<file path="src/logic/ExAddrPkg.sv">
// ----------------------------------------
// address-side constants for the AGU slice
// widths, carry-select chunk size, scale codes
// ----------------------------------------

package ExAddrPkg;

	// full address and register width
	localparam int addrWidth = 48;

	// one carry-select chunk, three of them span the address
	localparam int chunkWidth = 16;

	// scale codes, value is the index shift in bits
	localparam logic [1:0] scaleByte = 2'd0;
	// index shifted by one
	localparam logic [1:0] scaleWord = 2'd1;
	// index shifted by two
	localparam logic [1:0] scaleLong = 2'd2;
	// index shifted by three
	localparam logic [1:0] scaleQuad = 2'd3;

endpackage

</file>
<file path="src/logic/ExOpPkg.sv">
// ----------------------------------------
// operation-side constants for the AGU slice
// extension word layout, condition codes,
// access type codes
// ----------------------------------------

package ExOpPkg;

	// extension word from the decoder
	localparam int ixtWidth = 8;

	// condition code field
	localparam int ixtCcHi = 7;
	localparam int ixtCcLo = 6;

	// access type field, sets the access size
	localparam int ixtTypeHi = 5;
	localparam int ixtTypeLo = 4;

	// bit 3 is reserved, nothing decodes it

	// zero-extend flag, 0 means sign extend
	localparam int ixtZxBit = 2;

	// index scale field
	localparam int ixtScaleHi = 1;
	localparam int ixtScaleLo = 0;

	// condition codes
	// always execute
	localparam logic [1:0] ccAlways = 2'd0;
	// never execute
	localparam logic [1:0] ccNever = 2'd1;
	// execute if T flag set
	localparam logic [1:0] ccTrue = 2'd2;
	// execute if T flag clear
	localparam logic [1:0] ccFalse = 2'd3;

	// access types, size in bytes is 1 << code
	localparam logic [1:0] typeByte = 2'd0;
	localparam logic [1:0] typeWord = 2'd1;
	localparam logic [1:0] typeLong = 2'd2;
	localparam logic [1:0] typeQuad = 2'd3;

endpackage

</file>
<file path="src/logic/ExAGUC.sv">
// ----------------------------------------
// scaled-index address adder
// base + (index << scale), three carry-select
// chunks, upper chunk gated by 48-bit mode
// ----------------------------------------

`timescale 1ns/10ps

module ExAGUC (
	input  logic                             clock,
	input  logic [ExAddrPkg::addrWidth-1:0]  regValRm,
	input  logic [ExAddrPkg::addrWidth-1:0]  regValRi,
	input  logic [ExOpPkg::ixtWidth-1:0]     idUIxt,
	input  logic                             addrEnJq,
	output logic [ExAddrPkg::addrWidth-1:0]  regOutAddr
);

	import ExAddrPkg::*;
	import ExOpPkg::*;

	// index after the scale shift
	logic [addrWidth-1:0]  riScaled;
	// scale field of the extension word
	logic [1:0]            scale;

	// lower chunk, carry out in the top bit
	logic [chunkWidth:0]   sumLow;
	// middle chunk for carry-in 0 and 1
	logic [chunkWidth:0]   sumMid0;
	logic [chunkWidth:0]   sumMid1;
	// upper chunk for carry-in 0 and 1, no carry out kept
	logic [chunkWidth-1:0] sumHigh0;
	logic [chunkWidth-1:0] sumHigh1;
	// selected middle, its carry picks the upper
	logic [chunkWidth:0]   sumMid;
	logic [chunkWidth-1:0] sumHigh;

	assign scale = idUIxt[ixtScaleHi:ixtScaleLo];

	always_comb
	begin
		// shift by 0..3, bits above the top fall off
		unique case (scale)
			scaleByte: riScaled = regValRi;
			scaleWord: riScaled = {regValRi[addrWidth-2:0], 1'b0};
			scaleLong: riScaled = {regValRi[addrWidth-3:0], 2'b0};
			scaleQuad: riScaled = {regValRi[addrWidth-4:0], 3'b0};
			default:   riScaled = regValRi;
		endcase

		// chunk sums, zero-extended by one bit for the carry
		sumLow   = {1'b0, regValRm[chunkWidth-1:0]}
			+ {1'b0, riScaled[chunkWidth-1:0]};
		sumMid0  = {1'b0, regValRm[2*chunkWidth-1:chunkWidth]}
			+ {1'b0, riScaled[2*chunkWidth-1:chunkWidth]};
		sumMid1  = {1'b0, regValRm[2*chunkWidth-1:chunkWidth]}
			+ {1'b0, riScaled[2*chunkWidth-1:chunkWidth]} + 1'b1;
		// top chunk, its carry out falls off
		sumHigh0 = regValRm[3*chunkWidth-1:2*chunkWidth]
			+ riScaled[3*chunkWidth-1:2*chunkWidth];
		sumHigh1 = regValRm[3*chunkWidth-1:2*chunkWidth]
			+ riScaled[3*chunkWidth-1:2*chunkWidth] + 1'b1;

		// carry from the lower chunk picks the middle
		sumMid = sumLow[chunkWidth] ? sumMid1 : sumMid0;

		// 32-bit mode keeps the upper chunk at zero
		sumHigh = '0;
		if (addrEnJq)
		begin
			// final carry out of the upper chunk is dropped
			sumHigh = sumMid[chunkWidth] ? sumHigh1 : sumHigh0;
		end

		regOutAddr = {sumHigh, sumMid[chunkWidth-1:0], sumLow[chunkWidth-1:0]};
	end

	// carry-select result against a plain add, upper chunk zero in 32-bit mode
	addrMatchesSum: assert property (
		@(posedge clock)
		regOutAddr == (addrEnJq ? (regValRm + riScaled)
			: {{chunkWidth{1'b0}}, regValRm[2*chunkWidth-1:0] + riScaled[2*chunkWidth-1:0]})
	) else $error("address differs from base plus scaled index");

endmodule

</file>
<file path="src/logic/ExAguTop.sv">
// ----------------------------------------
// AGU slice top level
// input latch, address adder, request stage
// ----------------------------------------

`timescale 1ns/10ps

module ExAguTop (
	input  logic                                          clock,
	input  logic                                          rstN,
	input  logic                                          opStrobe,
	input  logic [ExAddrPkg::addrWidth-1:0]               regValRm,
	input  logic [ExAddrPkg::addrWidth-1:0]               regValRi,
	input  logic [ExOpPkg::ixtWidth-1:0]                  idUIxt,
	input  logic                                          srT,
	input  logic                                          addrEnJq,
	output logic                                          memReqValid,
	output logic [ExAddrPkg::addrWidth-1:0]               memReqAddr,
	output logic [ExOpPkg::ixtTypeHi-ExOpPkg::ixtTypeLo:0] memReqType,
	output logic                                          memReqZx,
	output logic                                          misalignFault
);

	import ExAddrPkg::*;
	import ExOpPkg::*;

	// latched operands
	logic [addrWidth-1:0] latRm;
	logic [addrWidth-1:0] latRi;
	logic [ixtWidth-1:0]  latIxt;
	logic                 latEnJq;
	// predicate passed, op moves on
	logic                 latGo;
	// combinational effective address
	logic [addrWidth-1:0] aguAddr;

	ExIssueLatch i_ExIssueLatch (
		.clock    (clock),
		.rstN     (rstN),
		.opStrobe (opStrobe),
		.regValRm (regValRm),
		.regValRi (regValRi),
		.idUIxt   (idUIxt),
		.srT      (srT),
		.addrEnJq (addrEnJq),
		.latRm    (latRm),
		.latRi    (latRi),
		.latIxt   (latIxt),
		.latEnJq  (latEnJq),
		.latGo    (latGo)
	);

	// clock only feeds the adder's check
	ExAGUC i_ExAGUC (
		.clock      (clock),
		.regValRm   (latRm),
		.regValRi   (latRi),
		.idUIxt     (latIxt),
		.addrEnJq   (latEnJq),
		.regOutAddr (aguAddr)
	);

	ExMemReqOut i_ExMemReqOut (
		.clock         (clock),
		.rstN          (rstN),
		.aguAddr       (aguAddr),
		.latIxt        (latIxt),
		.latGo         (latGo),
		.memReqValid   (memReqValid),
		.memReqAddr    (memReqAddr),
		.memReqType    (memReqType),
		.memReqZx      (memReqZx),
		.misalignFault (misalignFault)
	);

endmodule

</file>
<file path="src/logic/ExIssueLatch.sv">
// ----------------------------------------
// AGU input stage
// operand latch on strobe, predicate decode
// ----------------------------------------

`timescale 1ns/10ps

module ExIssueLatch (
	input  logic                             clock,
	input  logic                             rstN,
	input  logic                             opStrobe,
	input  logic [ExAddrPkg::addrWidth-1:0]  regValRm,
	input  logic [ExAddrPkg::addrWidth-1:0]  regValRi,
	input  logic [ExOpPkg::ixtWidth-1:0]     idUIxt,
	input  logic                             srT,
	input  logic                             addrEnJq,
	output logic [ExAddrPkg::addrWidth-1:0]  latRm,
	output logic [ExAddrPkg::addrWidth-1:0]  latRi,
	output logic [ExOpPkg::ixtWidth-1:0]     latIxt,
	output logic                             latEnJq,
	output logic                             latGo
);

	import ExAddrPkg::*;
	import ExOpPkg::*;

	// cc field of the incoming op
	logic [1:0] condCode;
	// predicate result for this op
	logic       predPass;

	assign condCode = idUIxt[ixtCcHi:ixtCcLo];

	// AL/NV/CT/CF against the T flag
	always_comb
	begin
		unique case (condCode)
			ccAlways: predPass = 1'b1;
			ccNever:  predPass = 1'b0;
			ccTrue:   predPass = srT;
			ccFalse:  predPass = ~srT;
			default:  predPass = 1'b0;
		endcase
	end

	// operand capture, only when an op arrives
	always_ff @(posedge clock)
	begin
		if (opStrobe)
		begin
			latRm   <= regValRm;
			latRi   <= regValRi;
			latIxt  <= idUIxt;
			latEnJq <= addrEnJq;
		end
	end

	// go pulse, one per strobed op that passes
	always_ff @(posedge clock or negedge rstN)
	begin
		if (!rstN)
		begin
			latGo <= 1'b0;
		end
		else
		begin
			latGo <= opStrobe & predPass;
		end
	end

	// every go cycle traces back to a strobe one edge earlier
	goNeedsStrobe: assert property (
		@(posedge clock) disable iff (!rstN)
		latGo |-> $past(opStrobe)
	) else $error("latGo without a strobed op");

endmodule

</file>
<file path="src/logic/ExMemReqOut.sv">
// ----------------------------------------
// AGU output stage
// address register, alignment check,
// request or fault pulse
// ----------------------------------------

`timescale 1ns/10ps

module ExMemReqOut (
	input  logic                                          clock,
	input  logic                                          rstN,
	input  logic [ExAddrPkg::addrWidth-1:0]               aguAddr,
	input  logic [ExOpPkg::ixtWidth-1:0]                  latIxt,
	input  logic                                          latGo,
	output logic                                          memReqValid,
	output logic [ExAddrPkg::addrWidth-1:0]               memReqAddr,
	output logic [ExOpPkg::ixtTypeHi-ExOpPkg::ixtTypeLo:0] memReqType,
	output logic                                          memReqZx,
	output logic                                          misalignFault
);

	import ExAddrPkg::*;
	import ExOpPkg::*;

	// access size code of the op in flight
	logic [ixtTypeHi-ixtTypeLo:0] accType;
	// address fits the access size
	logic                         isAligned;

	assign accType = latIxt[ixtTypeHi:ixtTypeLo];

	// low address bits must be clear per size
	always_comb
	begin
		unique case (accType)
			typeByte: isAligned = 1'b1;
			typeWord: isAligned = (aguAddr[0] == 1'b0);
			typeLong: isAligned = (aguAddr[1:0] == 2'b00);
			typeQuad: isAligned = (aguAddr[2:0] == 3'b000);
			default:  isAligned = 1'b0;
		endcase
	end

	// request payload, held until the next go
	always_ff @(posedge clock)
	begin
		if (latGo)
		begin
			memReqAddr <= aguAddr;
			memReqType <= accType;
			// only carried along, load extension is elsewhere
			memReqZx   <= latIxt[ixtZxBit];
		end
	end

	// result pulses, one cycle after go
	always_ff @(posedge clock or negedge rstN)
	begin
		if (!rstN)
		begin
			memReqValid   <= 1'b0;
			misalignFault <= 1'b0;
		end
		else
		begin
			memReqValid   <= latGo & isAligned;
			misalignFault <= latGo & ~isAligned;
		end
	end

	// request and fault are exclusive
	reqFaultExcl: assert property (
		@(posedge clock) disable iff (!rstN)
		!(memReqValid && misalignFault)
	) else $error("request and fault in the same cycle");

	// each pulse cycle belongs to exactly one go from the stage before
	pulsePerGo: assert property (
		@(posedge clock) disable iff (!rstN)
		(memReqValid || misalignFault) |-> $past(latGo)
	) else $error("result pulse without a go");

endmodule

</file>
<file path="config.mk">
export PLATFORM = sky130hd
export DESIGN_NAME = ExAguTop
export DESIGN_NICKNAME = d
export VERILOG_FILES = /design/src/logic/ExAddrPkg.sv /design/src/logic/ExOpPkg.sv /design/src/logic/ExAGUC.sv /design/src/logic/ExAguTop.sv /design/src/logic/ExIssueLatch.sv /design/src/logic/ExMemReqOut.sv
export SDC_FILE = /design/constraint.sdc
export NUM_CORES = 1
export LEC_CHECK = 0
export BUFFER_PORTS_ARGS = -buffer_cell sky130_fd_sc_hd__clkbuf_2
export CAP_MARGIN = 0
export CELL_PAD_IN_SITES_DETAIL_PLACEMENT = 0
export CELL_PAD_IN_SITES_GLOBAL_PLACEMENT = 2
export CORE_MARGIN = 2
export CORE_UTILIZATION = 42
export DETAILED_ROUTE_END_ITERATION = 10
export PLACE_DENSITY = 0.84
export SYNTH_ARGS = -nofsm -noshare
export SYNTH_HDL_FRONTEND = slang
export SYNTH_HIERARCHICAL = 1
export SYNTH_SLANG_ARGS = --single-unit
</file>
<file path="constraint.sdc">
create_clock -name clock -period 12 [get_ports clock]
set_clock_uncertainty 0.1 [all_clocks]
set_input_delay 1.2 -clock clock [delete_from_list [all_inputs] [get_ports clock]]
set_output_delay 1.2 -clock clock [all_outputs]
set_load 0.03 [all_outputs]
</file>
==> results of run 1 <==
==> worst max-delay path, delay by kind of cell, from the launching register on <==
family / cells / cell delay [ns]
AO/OA/AOI/OAI: 7 / 2.41
adder cells (fa/ha/maj): 2 / 0.66
flip-flops: 1 / 0.32
AND/OR/NAND/NOR: 3 / 0.88
buffers and inverters: 3 / 0.95
==> power by group <==
group / switching (mW) / internal (mW)
combinational: 0.406 / 0.263
sequential: 0.0294 / 0.682
clock: 0.231 / 0.269
==> sequential cells by signal, indices dropped and copies added, names as in the netlist <==
signal	cells
i_ExIssueLatch/latRi	48
i_ExMemReqOut/memReqType	2
i_ExMemReqOut/memReqZx	1
i_ExIssueLatch/latEnJq	1
i_ExIssueLatch/latIxt	5
i_ExMemReqOut/memReqAddr	48
i_ExIssueLatch/latRm	48
i_ExMemReqOut/misalignFault	1
i_ExIssueLatch/latGo	1
i_ExMemReqOut/memReqValid	1
==> metal layers <==
| metal | part of all wire [%] | routed length [microns] | GRT usage, % | up-vias |
|---|---|---|---|---|
| met5 | 0 | 0 | 0 | - |
| li1 | - | - | - | 3254 |
| met4 | 1.1 | 242 | 4.365 | 0 |
| met2 | 46 | 10070 | 29.66 | 190 |
| met1 | 46 | 10010 | 26.05 | 3243 |
| met3 | 6.3 | 1359 | 4.508 | 19 |
==> per-stage QoR <==
| step | hold slack [ns] | util (%) |
|---|---|---|
| after floorplan | 0.3003 | - |
| after global placement | 0.3034 | 47.82 |
| after detailed placement | 0.3084 | 47.82 |
| after CTS | 0.3249 | 50.28 |
| after global routing | 0.3560 | 50.28 |
| final | 0.3233 | 50.28 |
==> area by class of cell <==
| type | instances | share of cell area, % |
|---|---|---|
| Sequential cell | 156 | 42.57 |
| Timing Repair Buffer | 166 | 7.731 |
| Inverter | 28 | 0.9578 |
| Tap cell | 280 | 3.193 |
| Clock inverter | 14 | 0.9920 |
| Multi-Input combinational cell | 523 | 40.65 |
| Clock buffer | 18 | 3.911 |
==> path summary, 6_finish.rpt <==
check                                                          to
setup reg to reg           i_ExMemReqOut/memReqAddr[36]$_DFFE_PP_
hold reg to reg                  i_ExMemReqOut/memReqZx$_DFFE_PP_
hold / removal                   i_ExMemReqOut/memReqZx$_DFFE_PP_
min in group asynchronous   i_ExMemReqOut/misalignFault$_DFF_PN0_
max in group asynchronous          i_ExIssueLatch/latGo$_DFF_PN0_
setup / recovery           i_ExMemReqOut/memReqAddr[36]$_DFFE_PP_
==> impl_metrics.toml, run 1 <==
[outcome]
outcome = "finished clean"

[placed_design]
place_ws_ns = 6.519
place.gp.congestion = 0.8440
hpwl_mm = 16.35
placed_cells = 1153
io_buffer_count = 160
postPlaceCellArea_sq_mm = 0.01044

[global_route]
grt_pass1_vias = 6690
grtUsageTotal_pct = 18.66
grt_pass1_wl_mm = 34.77
grt_max_degree = 59
antenna_found_initial = 0
grt.overflow.total = 0

[cts]
cts.repair.resized = 0
cts.sinks = 156
cts_tree = "yes"
cts_root_buffer = "clkbuf_16"
cts_buffers = 17
h-tree-depth = 4
ctsHoldBuffers = 0
cts_setup_buffers = 0
clk-insertion-delay-late_ns = 0.42
clk_path_buf_depth = 2
clk_pin_slew_worst_paths_ns = 0.06

[cells_and_area]
multi_input_area_sq_mm = 0.004461
area_growth_pct = 17.37
final_nets = 1053
drive_gt1_share_pct = 28.95
insertedDiodeCount = 0
mostFrequentLayoutCells = "159 x clkbuf_2, 153 x edfxtp_1, 50 x a21oi_1, 49 x ha_1, 36 x mux4_2"
instances_no_fill = 1185
fillers = 1929
seq_area_sq_mm = 0.004671
final_common_cell = "clkbuf_2"
design_area_sq_mm = 0.01097

[critical_path]
worst-r2r-cell-count = 15
cp_slowest_stage_delay_ns = 0.59
crit_type = "reg -> reg"
critPathLaunchType = "flop"
cp_cell_sequence = "buf_4 > inv_1 > a21oi_1 > ha_1 > inv_1 > fa_1 > nor2b_1 > o31ai_2 > a2111oi_1 > o2111a_1 > nor4_2 > a2111oi_4 > a31oi_2 > or4_1 > a21oi_1"
r2r_slack_ns = 6.45
crit_fanout = 51
worstReg2RegStart = "i_ExIssueLatch/latIxt[0]$_DFFE_PP_"
critPathRequiredTime_ns = 12.16
critPathCaptureType = "flop"
worst_path_max_delay_cell = "a2111oi_1"
cp.arrival_ns = 5.71
startpoint = "i_ExIssueLatch/latIxt[0]$_DFFE_PP_"

[timing]
drv_slew = 0
grt_setup_unrepaired = "false"
setup-tns-final_ns = 0
slew-limit-headroom_pct = 35.89
period_minus_slack_ns = 5.553
finalSetupViolations = 0
hold_violations = 0
final.setup.worst_slack_ns = 6.447
tightest_slew_ns = 0.9587
fmax_mhz = 180.1
finalCritPeriodShare_pct = 46.28

[yosys]
syn_avg_cell_area_sq_um = 12.79
synthesis.nets = 892
syn-cell-area_sq_mm = 0.009349
ys_warn_count = 6
syn_inst = 731

[job]
drv_cap = 0

[routing]
vias = 6706
drc_errors = 0
ant_nets = 0
routed_via_density = 5.659
drt_wl_total_mm = 21.68
wl_per_cell_microns = 18.29
drtPass1Iterations = 5
first_iter_violations = 320

[floorplanning]
core.rowCount = 54
start_util_pct = 42.84
io-pin-count = 162
die_w_microns = 153.2
dieArea_sq_mm = 0.02347
design.core.area_sq_mm = 0.02182
fp.dieH_microns = 153.2

[worst_hold_path]
whs_path_depth = 0
hp-start = "i_ExIssueLatch/latIxt[2]$_DFFE_PP_"
hp-class = "reg -> reg"

[power_and_ir_drop]
power_density_mw_per_mm2 = 171.4
power_mw = 1.880
ir_drop_mv = 0.08791
p_leak_nw = 4.183
Power figures use the tool's default switching activity.
==> inputs of run 2 (changes only) <==
CORE_UTILIZATION = 39   (was 42)
PLACE_DENSITY = 0.78   (was 0.84)
clock period = 5.7 ns   (was 12 ns; I/O delays follow)
==> impl_metrics.toml, run 2 (synthesis results as in run 1) <==
[critical_path]
critPathLaunchType = "flop"
r2r_slack_ns = 0.66
worstReg2RegStart = "i_ExIssueLatch/latIxt[1]$_DFFE_PP_"
startpoint = "i_ExIssueLatch/latIxt[1]$_DFFE_PP_"
cp.arrival_ns = 5.10
reg2reg_to = "i_ExMemReqOut/memReqAddr[47]$_DFFE_PP_"
critPathRequiredTime_ns = 5.76
cp_slowest_stage_delay_ns = 0.60
crit_type = "reg -> reg"
worst_path_max_delay_cell = "edfxtp_1"
cp_cell_sequence = "buf_4 > buf_4 > mux4_2 > ha_1 > or3_1 > o31ai_1 > a21oi_1 > xnor2_1 > nand2_1 > or3_1 > o41ai_1 > a21oi_1"
crit_fanout = 31
critPathCaptureType = "flop"
worst-r2r-cell-count = 12

[cts]
h-tree-depth = 4
cts.repair.resized = 0
cts_tree = "yes"
cts.sinks = 156
cts_root_buffer = "clkbuf_16"
clk-insertion-delay-late_ns = 0.43
clk_pin_slew_worst_paths_ns = 0.08
clk_path_buf_depth = 2
cts_buffers = 17

[routing]
drt_wl_total_mm = 22.12
ant_nets = 0
routed_via_density = 5.496
first_iter_violations = 407
vias = 6754
drtPass1Iterations = 5
drc_errors = 0
wl_per_cell_microns = 18.00

[global_route]
grtUsageTotal_pct = 17.50
antenna_found_initial = 2
grt_max_degree = 59
grt_pass1_vias = 6549
grt.overflow.total = 0
grt_pass1_wl_mm = 34.86

[placed_design]
placed_cells = 1196
hpwl_mm = 16.93
place.gp.congestion = 0.8163
io_buffer_count = 160

[timing]
finalCritPeriodShare_pct = 88.45
drv_slew = 0
slew-limit-headroom_pct = 32.88
fmax_mhz = 198.4
setup-tns-final_ns = 0
finalSetupViolations = 0
grt_setup_unrepaired = "false"
hold_violations = 0
period_minus_slack_ns = 5.042
tightest_slew_ns = 1.004

[cells_and_area]
fillers = 2168
final_common_cell = "clkbuf_2"
mostFrequentLayoutCells = "159 x clkbuf_2, 153 x edfxtp_1, 50 x a21oi_1, 49 x ha_1, 36 x mux4_2"
largest_registers = "i_ExIssueLatch/latRi x48, i_ExIssueLatch/latRm x48, i_ExMemReqOut/memReqAddr x48"
insertedDiodeCount = 0
instances_no_fill = 1229
final_nets = 1058
drive_gt1_share_pct = 29.56
area_growth_pct = 18.92

[floorplanning]
die_w_microns = 158.8
core.rowCount = 56
fp.dieH_microns = 158.8
io-pin-count = 162
start_util_pct = 39.83
design.core.area_sq_mm = 0.02347
dieArea_sq_mm = 0.02523

[power_and_ir_drop]
p_leak_nw = 4.230
ir_drop_mv = 0.1618
power_density_mw_per_mm2 = 366.1

[outcome]
outcome = "finished clean"

[worst_hold_path]
min_to = "i_ExIssueLatch/latRi[1]$_DFFE_PP_"
hp-class = "in -> reg"
hp-start = "regValRi[1]"
whs_path_depth = 1

[job]
drv_cap = 0
==> run 2: changes by cell type in the layout (fill, tap and decap cells not counted), sizes merged <==
cell / delta
clkinv: -5
buf: +4
inv: +4
bufinv: +1
clkbuf: -1
clkinvlp: +1
dlygate4sd3: +1
==> run 2: critical path: cells and delay by family (launching register included) <==
kind	cells	cell delay [ns]
fa+ha+maj	1	0.24
simple gates	3	1.01
buf+inv	2	0.76
xor+xnor	1	0.58
mux	1	0.35
compound gates	4	1.13
flops	1	0.60
==> run 2: stage by stage <==
stage | hold slack (ns) | util [%] | area (sq um) | total power, mW | setup WS (ns)
after floorplan | 0.1744 | - | 9349 | 2.568 | 0.7286
after global placement | 0.2676 | 44.79 | 10510 | 2.909 | 0.8131
after detailed placement | 0.2705 | 44.79 | 10510 | 2.928 | 0.7386
after CTS | 0.1888 | 47.37 | 11120 | 4.098 | 0.7221
after global routing | 0.1904 | 47.37 | 11120 | 4.293 | 0.3820
final | 0.2038 | 47.37 | 11120 | 4.070 | 0.6584
==> run 2: final cells by class <==
cell class	count	area [sq um]	area share, %
clock buffer	17	425.4	3.826
clock inverter	15	168.9	1.519
inverter	28	105.1	0.9453
multi-input combinational	523	4461	40.12
sequential	156	4671	42.01
tap	319	399.1	3.590
timing repair buffer	171	888.4	7.990
==> run 2: routing by layer <==
| metal | up-vias | part of all wire, % | global-route usage (%) | wire (microns) |
|---|---|---|---|---|
| li1 | 3265 | - | - | - |
| met1 | 3259 | 46 | 23.99 | 10090 |
| met2 | 208 | 47 | 27.97 | 10310 |
| met3 | 20 | 6.6 | 4.415 | 1457 |
| met4 | 2 | 1.1 | 4.212 | 248 |
| met5 | - | 0.050 | 0 | 11 |
==> run 2: worst max path at each step <==
stage / cells after the start / slack (ns) / endpoint
final: 12 / 0.66 / i_ExMemReqOut/memReqAddr[47]$_DFFE_PP_
after global routing: 12 / 0.38 / i_ExMemReqOut/memReqAddr[47]$_DFFE_PP_
after CTS: 12 / 0.72 / i_ExMemReqOut/memReqAddr[47]$_DFFE_PP_
after detailed placement: 12 / 0.74 / i_ExMemReqOut/memReqAddr[47]$_DFFE_PP_
after global placement: 13 / 0.81 / i_ExMemReqOut/memReqAddr[39]$_DFFE_PP_
after floorplan: 18 / 0.73 / i_ExMemReqOut/memReqAddr[43]$_DFFE_PP_
==> run 2: power by group <==
part / internal (mW) / switching (mW) / leakage, nW / total [mW]
logic: 0.557 / 0.862 / 2.43 / 1.42
clock network: 0.626 / 0.526 / 0.289 / 1.15
registers: 1.44 / 0.0628 / 1.51 / 1.50
==> run 2: what timing repair did <==
action,4_1_cts,5_1_grt
endpoints found under the hold margin,3,0
hold buffers,1,0
setup buffers,0,0
==> inputs of run 3 (changes only) <==
CELL_PAD_IN_SITES_GLOBAL_PLACEMENT = 1   (was 2)
CORE_UTILIZATION = 50   (was 39)
PLACE_DENSITY = 0.84   (was 0.78)
clock period = 6.15 ns   (was 5.7 ns; I/O delays follow)
==> impl_metrics.toml, run 3 (synthesis results as in run 1) <==
[cells_and_area]
area_growth_pct = 17.28
drive_gt1_share_pct = 29.30
insertedDiodeCount = 0
final_nets = 1056
fillers = 1510
seq_area_sq_mm = 0.004671
fin_util_pct = 59.21
instances_no_fill = 1142
mostFrequentLayoutCells = "159 x clkbuf_2, 153 x edfxtp_1, 50 x a21oi_1, 49 x ha_1, 36 x mux4_2"
final_common_cell = "clkbuf_2"
largest_registers = "i_ExIssueLatch/latRi x48, i_ExIssueLatch/latRm x48, i_ExMemReqOut/memReqAddr x48"
multi_input_area_sq_mm = 0.004461

[global_route]
grtUsageTotal_pct = 21.01
antenna_found_initial = 0
grt_max_degree = 64
grtUsageMet1_pct = 29.05
grt_pass1_wl_mm = 32.45
grt_pass1_vias = 6336
grt.overflow.total = 0
grtUsageMet3_pct = 6.522
grtUsageMet2_pct = 32.40
grt_busiest_layer = "met2"

[critical_path]
worst-r2r-cell-count = 14
reg2reg_to = "i_ExMemReqOut/memReqAddr[36]$_DFFE_PP_"
critPathCaptureType = "flop"
critPathLaunchType = "flop"
critPathRequiredTime_ns = 6.32
cp.arrival_ns = 5.25
cp_slowest_stage_delay_ns = 0.68
worstReg2RegStart = "i_ExIssueLatch/latIxt[1]$_DFFE_PP_"
worst_path_max_delay_cell = "edfxtp_1"
critPathMostFrequentCell = "a21oi_1"
crit_type = "reg -> reg"
crit_buf_inv = 1
r2r_slack_ns = 1.07
crit_fanout = 13
cp_cell_sequence = "mux2i_1 > a21oi_1 > ha_1 > inv_1 > fa_1 > nor2b_1 > o31ai_2 > a2111oi_1 > o2111a_1 > nor4_2 > a2111oi_4 > a31oi_2 > or4_1 > a21oi_1"
cp_top_family = "compound AO/OA/AOI/OAI gates"

[worst_hold_path]
hp-start = "regValRi[4]"
hp-class = "in -> reg"
whs_path_depth = 1
min_to = "i_ExIssueLatch/latRi[4]$_DFFE_PP_"

[job]
drv_cap = 0

[timing]
hold_violations = 0
grt_setup_unrepaired = "false"
setup-tns-final_ns = 0
finalSetupViolations = 0
slew-limit-headroom_pct = 18.99
drv_slew = 0
final.setup.worst_slack_ns = 1.067
fmax_mhz = 196.7
finalCritPeriodShare_pct = 82.66
period_minus_slack_ns = 5.083
whs_ns = 0.2553
tightest_slew_ns = 1.215

[routing]
ant_nets = 0
first_iter_violations = 439
drtPass1Iterations = 5
drt_wl_total_mm = 20.21
vias = 6688
drc_errors = 0
routed_via_density = 5.856
wl_per_cell_microns = 17.70

[cts]
h-tree-depth = 4
cts.sinks = 156
cts.repair.resized = 0
cts_tree = "yes"
clk_path_buf_depth = 2
cts_buffers = 17
clk_pin_slew_worst_paths_ns = 0.07
cts_root_buffer = "clkbuf_16"
clk-insertion-delay-late_ns = 0.43

[floorplanning]
dieArea_sq_mm = 0.01981
start_util_pct = 50.49
core.rowCount = 50
design.core.area_sq_mm = 0.01852
die_w_microns = 140.7
fp.dieH_microns = 140.7
io-pin-count = 162

[power_and_ir_drop]
p_leak_nw = 4.200
power_density_mw_per_mm2 = 335.3
ir_drop_mv = 0.2213

[placed_design]
placed_cells = 1109
place_ws_ns = 1.118
hpwl_mm = 15.17
place.gp.congestion = 0.8425
io_buffer_count = 160

[outcome]
outcome = "finished clean"
-- run 3: timing repair --
action,in CTS,in global routing
endpoints found under the hold margin,3,0
buffers inserted,0,0
hold buffers,1,0
-- run 3: worst max-delay path by stage --
stage	start	to	slack (ns)	cells past startpoint
final	i_ExIssueLatch/latIxt[1]$_DFFE_PP_	i_ExMemReqOut/memReqAddr[36]$_DFFE_PP_	1.07	14
after global routing	i_ExIssueLatch/latIxt[1]$_DFFE_PP_	i_ExMemReqOut/memReqAddr[43]$_DFFE_PP_	0.69	14
after CTS	i_ExIssueLatch/latIxt[1]$_DFFE_PP_	i_ExMemReqOut/memReqAddr[39]$_DFFE_PP_	1.07	13
after detailed placement	i_ExIssueLatch/latIxt[1]$_DFFE_PP_	i_ExMemReqOut/memReqAddr[39]$_DFFE_PP_	1.12	13
after global placement	i_ExIssueLatch/latIxt[1]$_DFFE_PP_	i_ExMemReqOut/memReqAddr[39]$_DFFE_PP_	1.19	13
after floorplan	i_ExIssueLatch/latIxt[1]$_DFFE_PP_	i_ExMemReqOut/memReqAddr[43]$_DFFE_PP_	1.18	18
-- run 3: metal layers --
layer / vias to the layer above / wire, microns
met5: - / 0
met4: 0 / 306
met3: 27 / 1453
met2: 215 / 9328
met1: 3179 / 9120
li1: 3267 / -
-- run 3: area by class of cell --
class | instances | share of cell area, %
clock inverters | 13 | 1.175
multi-input cells | 523 | 40.68
clock buffers | 19 | 3.948
flip-flops and latches | 156 | 42.60
well taps | 234 | 2.670
inverters | 28 | 0.9586
repair buffers | 169 | 7.965
-- run 3: metrics by stage --
| step | power [mW] | area [sq um] |
|---|---|---|
| global route | 3.891 | 10960 |
| floorplan | 2.380 | 9349 |
| detailed placement | 2.684 | 10390 |
| global placement | 2.665 | 10390 |
| finish | 3.676 | 10960 |
| CTS | 3.695 | 10960 |
-- run 3: report_power, final --
group	internal, mW	total (mW)	switching (mW)
logic	0.514	1.28	0.764
clock network	0.536	1.00	0.465
registers	1.33	1.40	0.0654
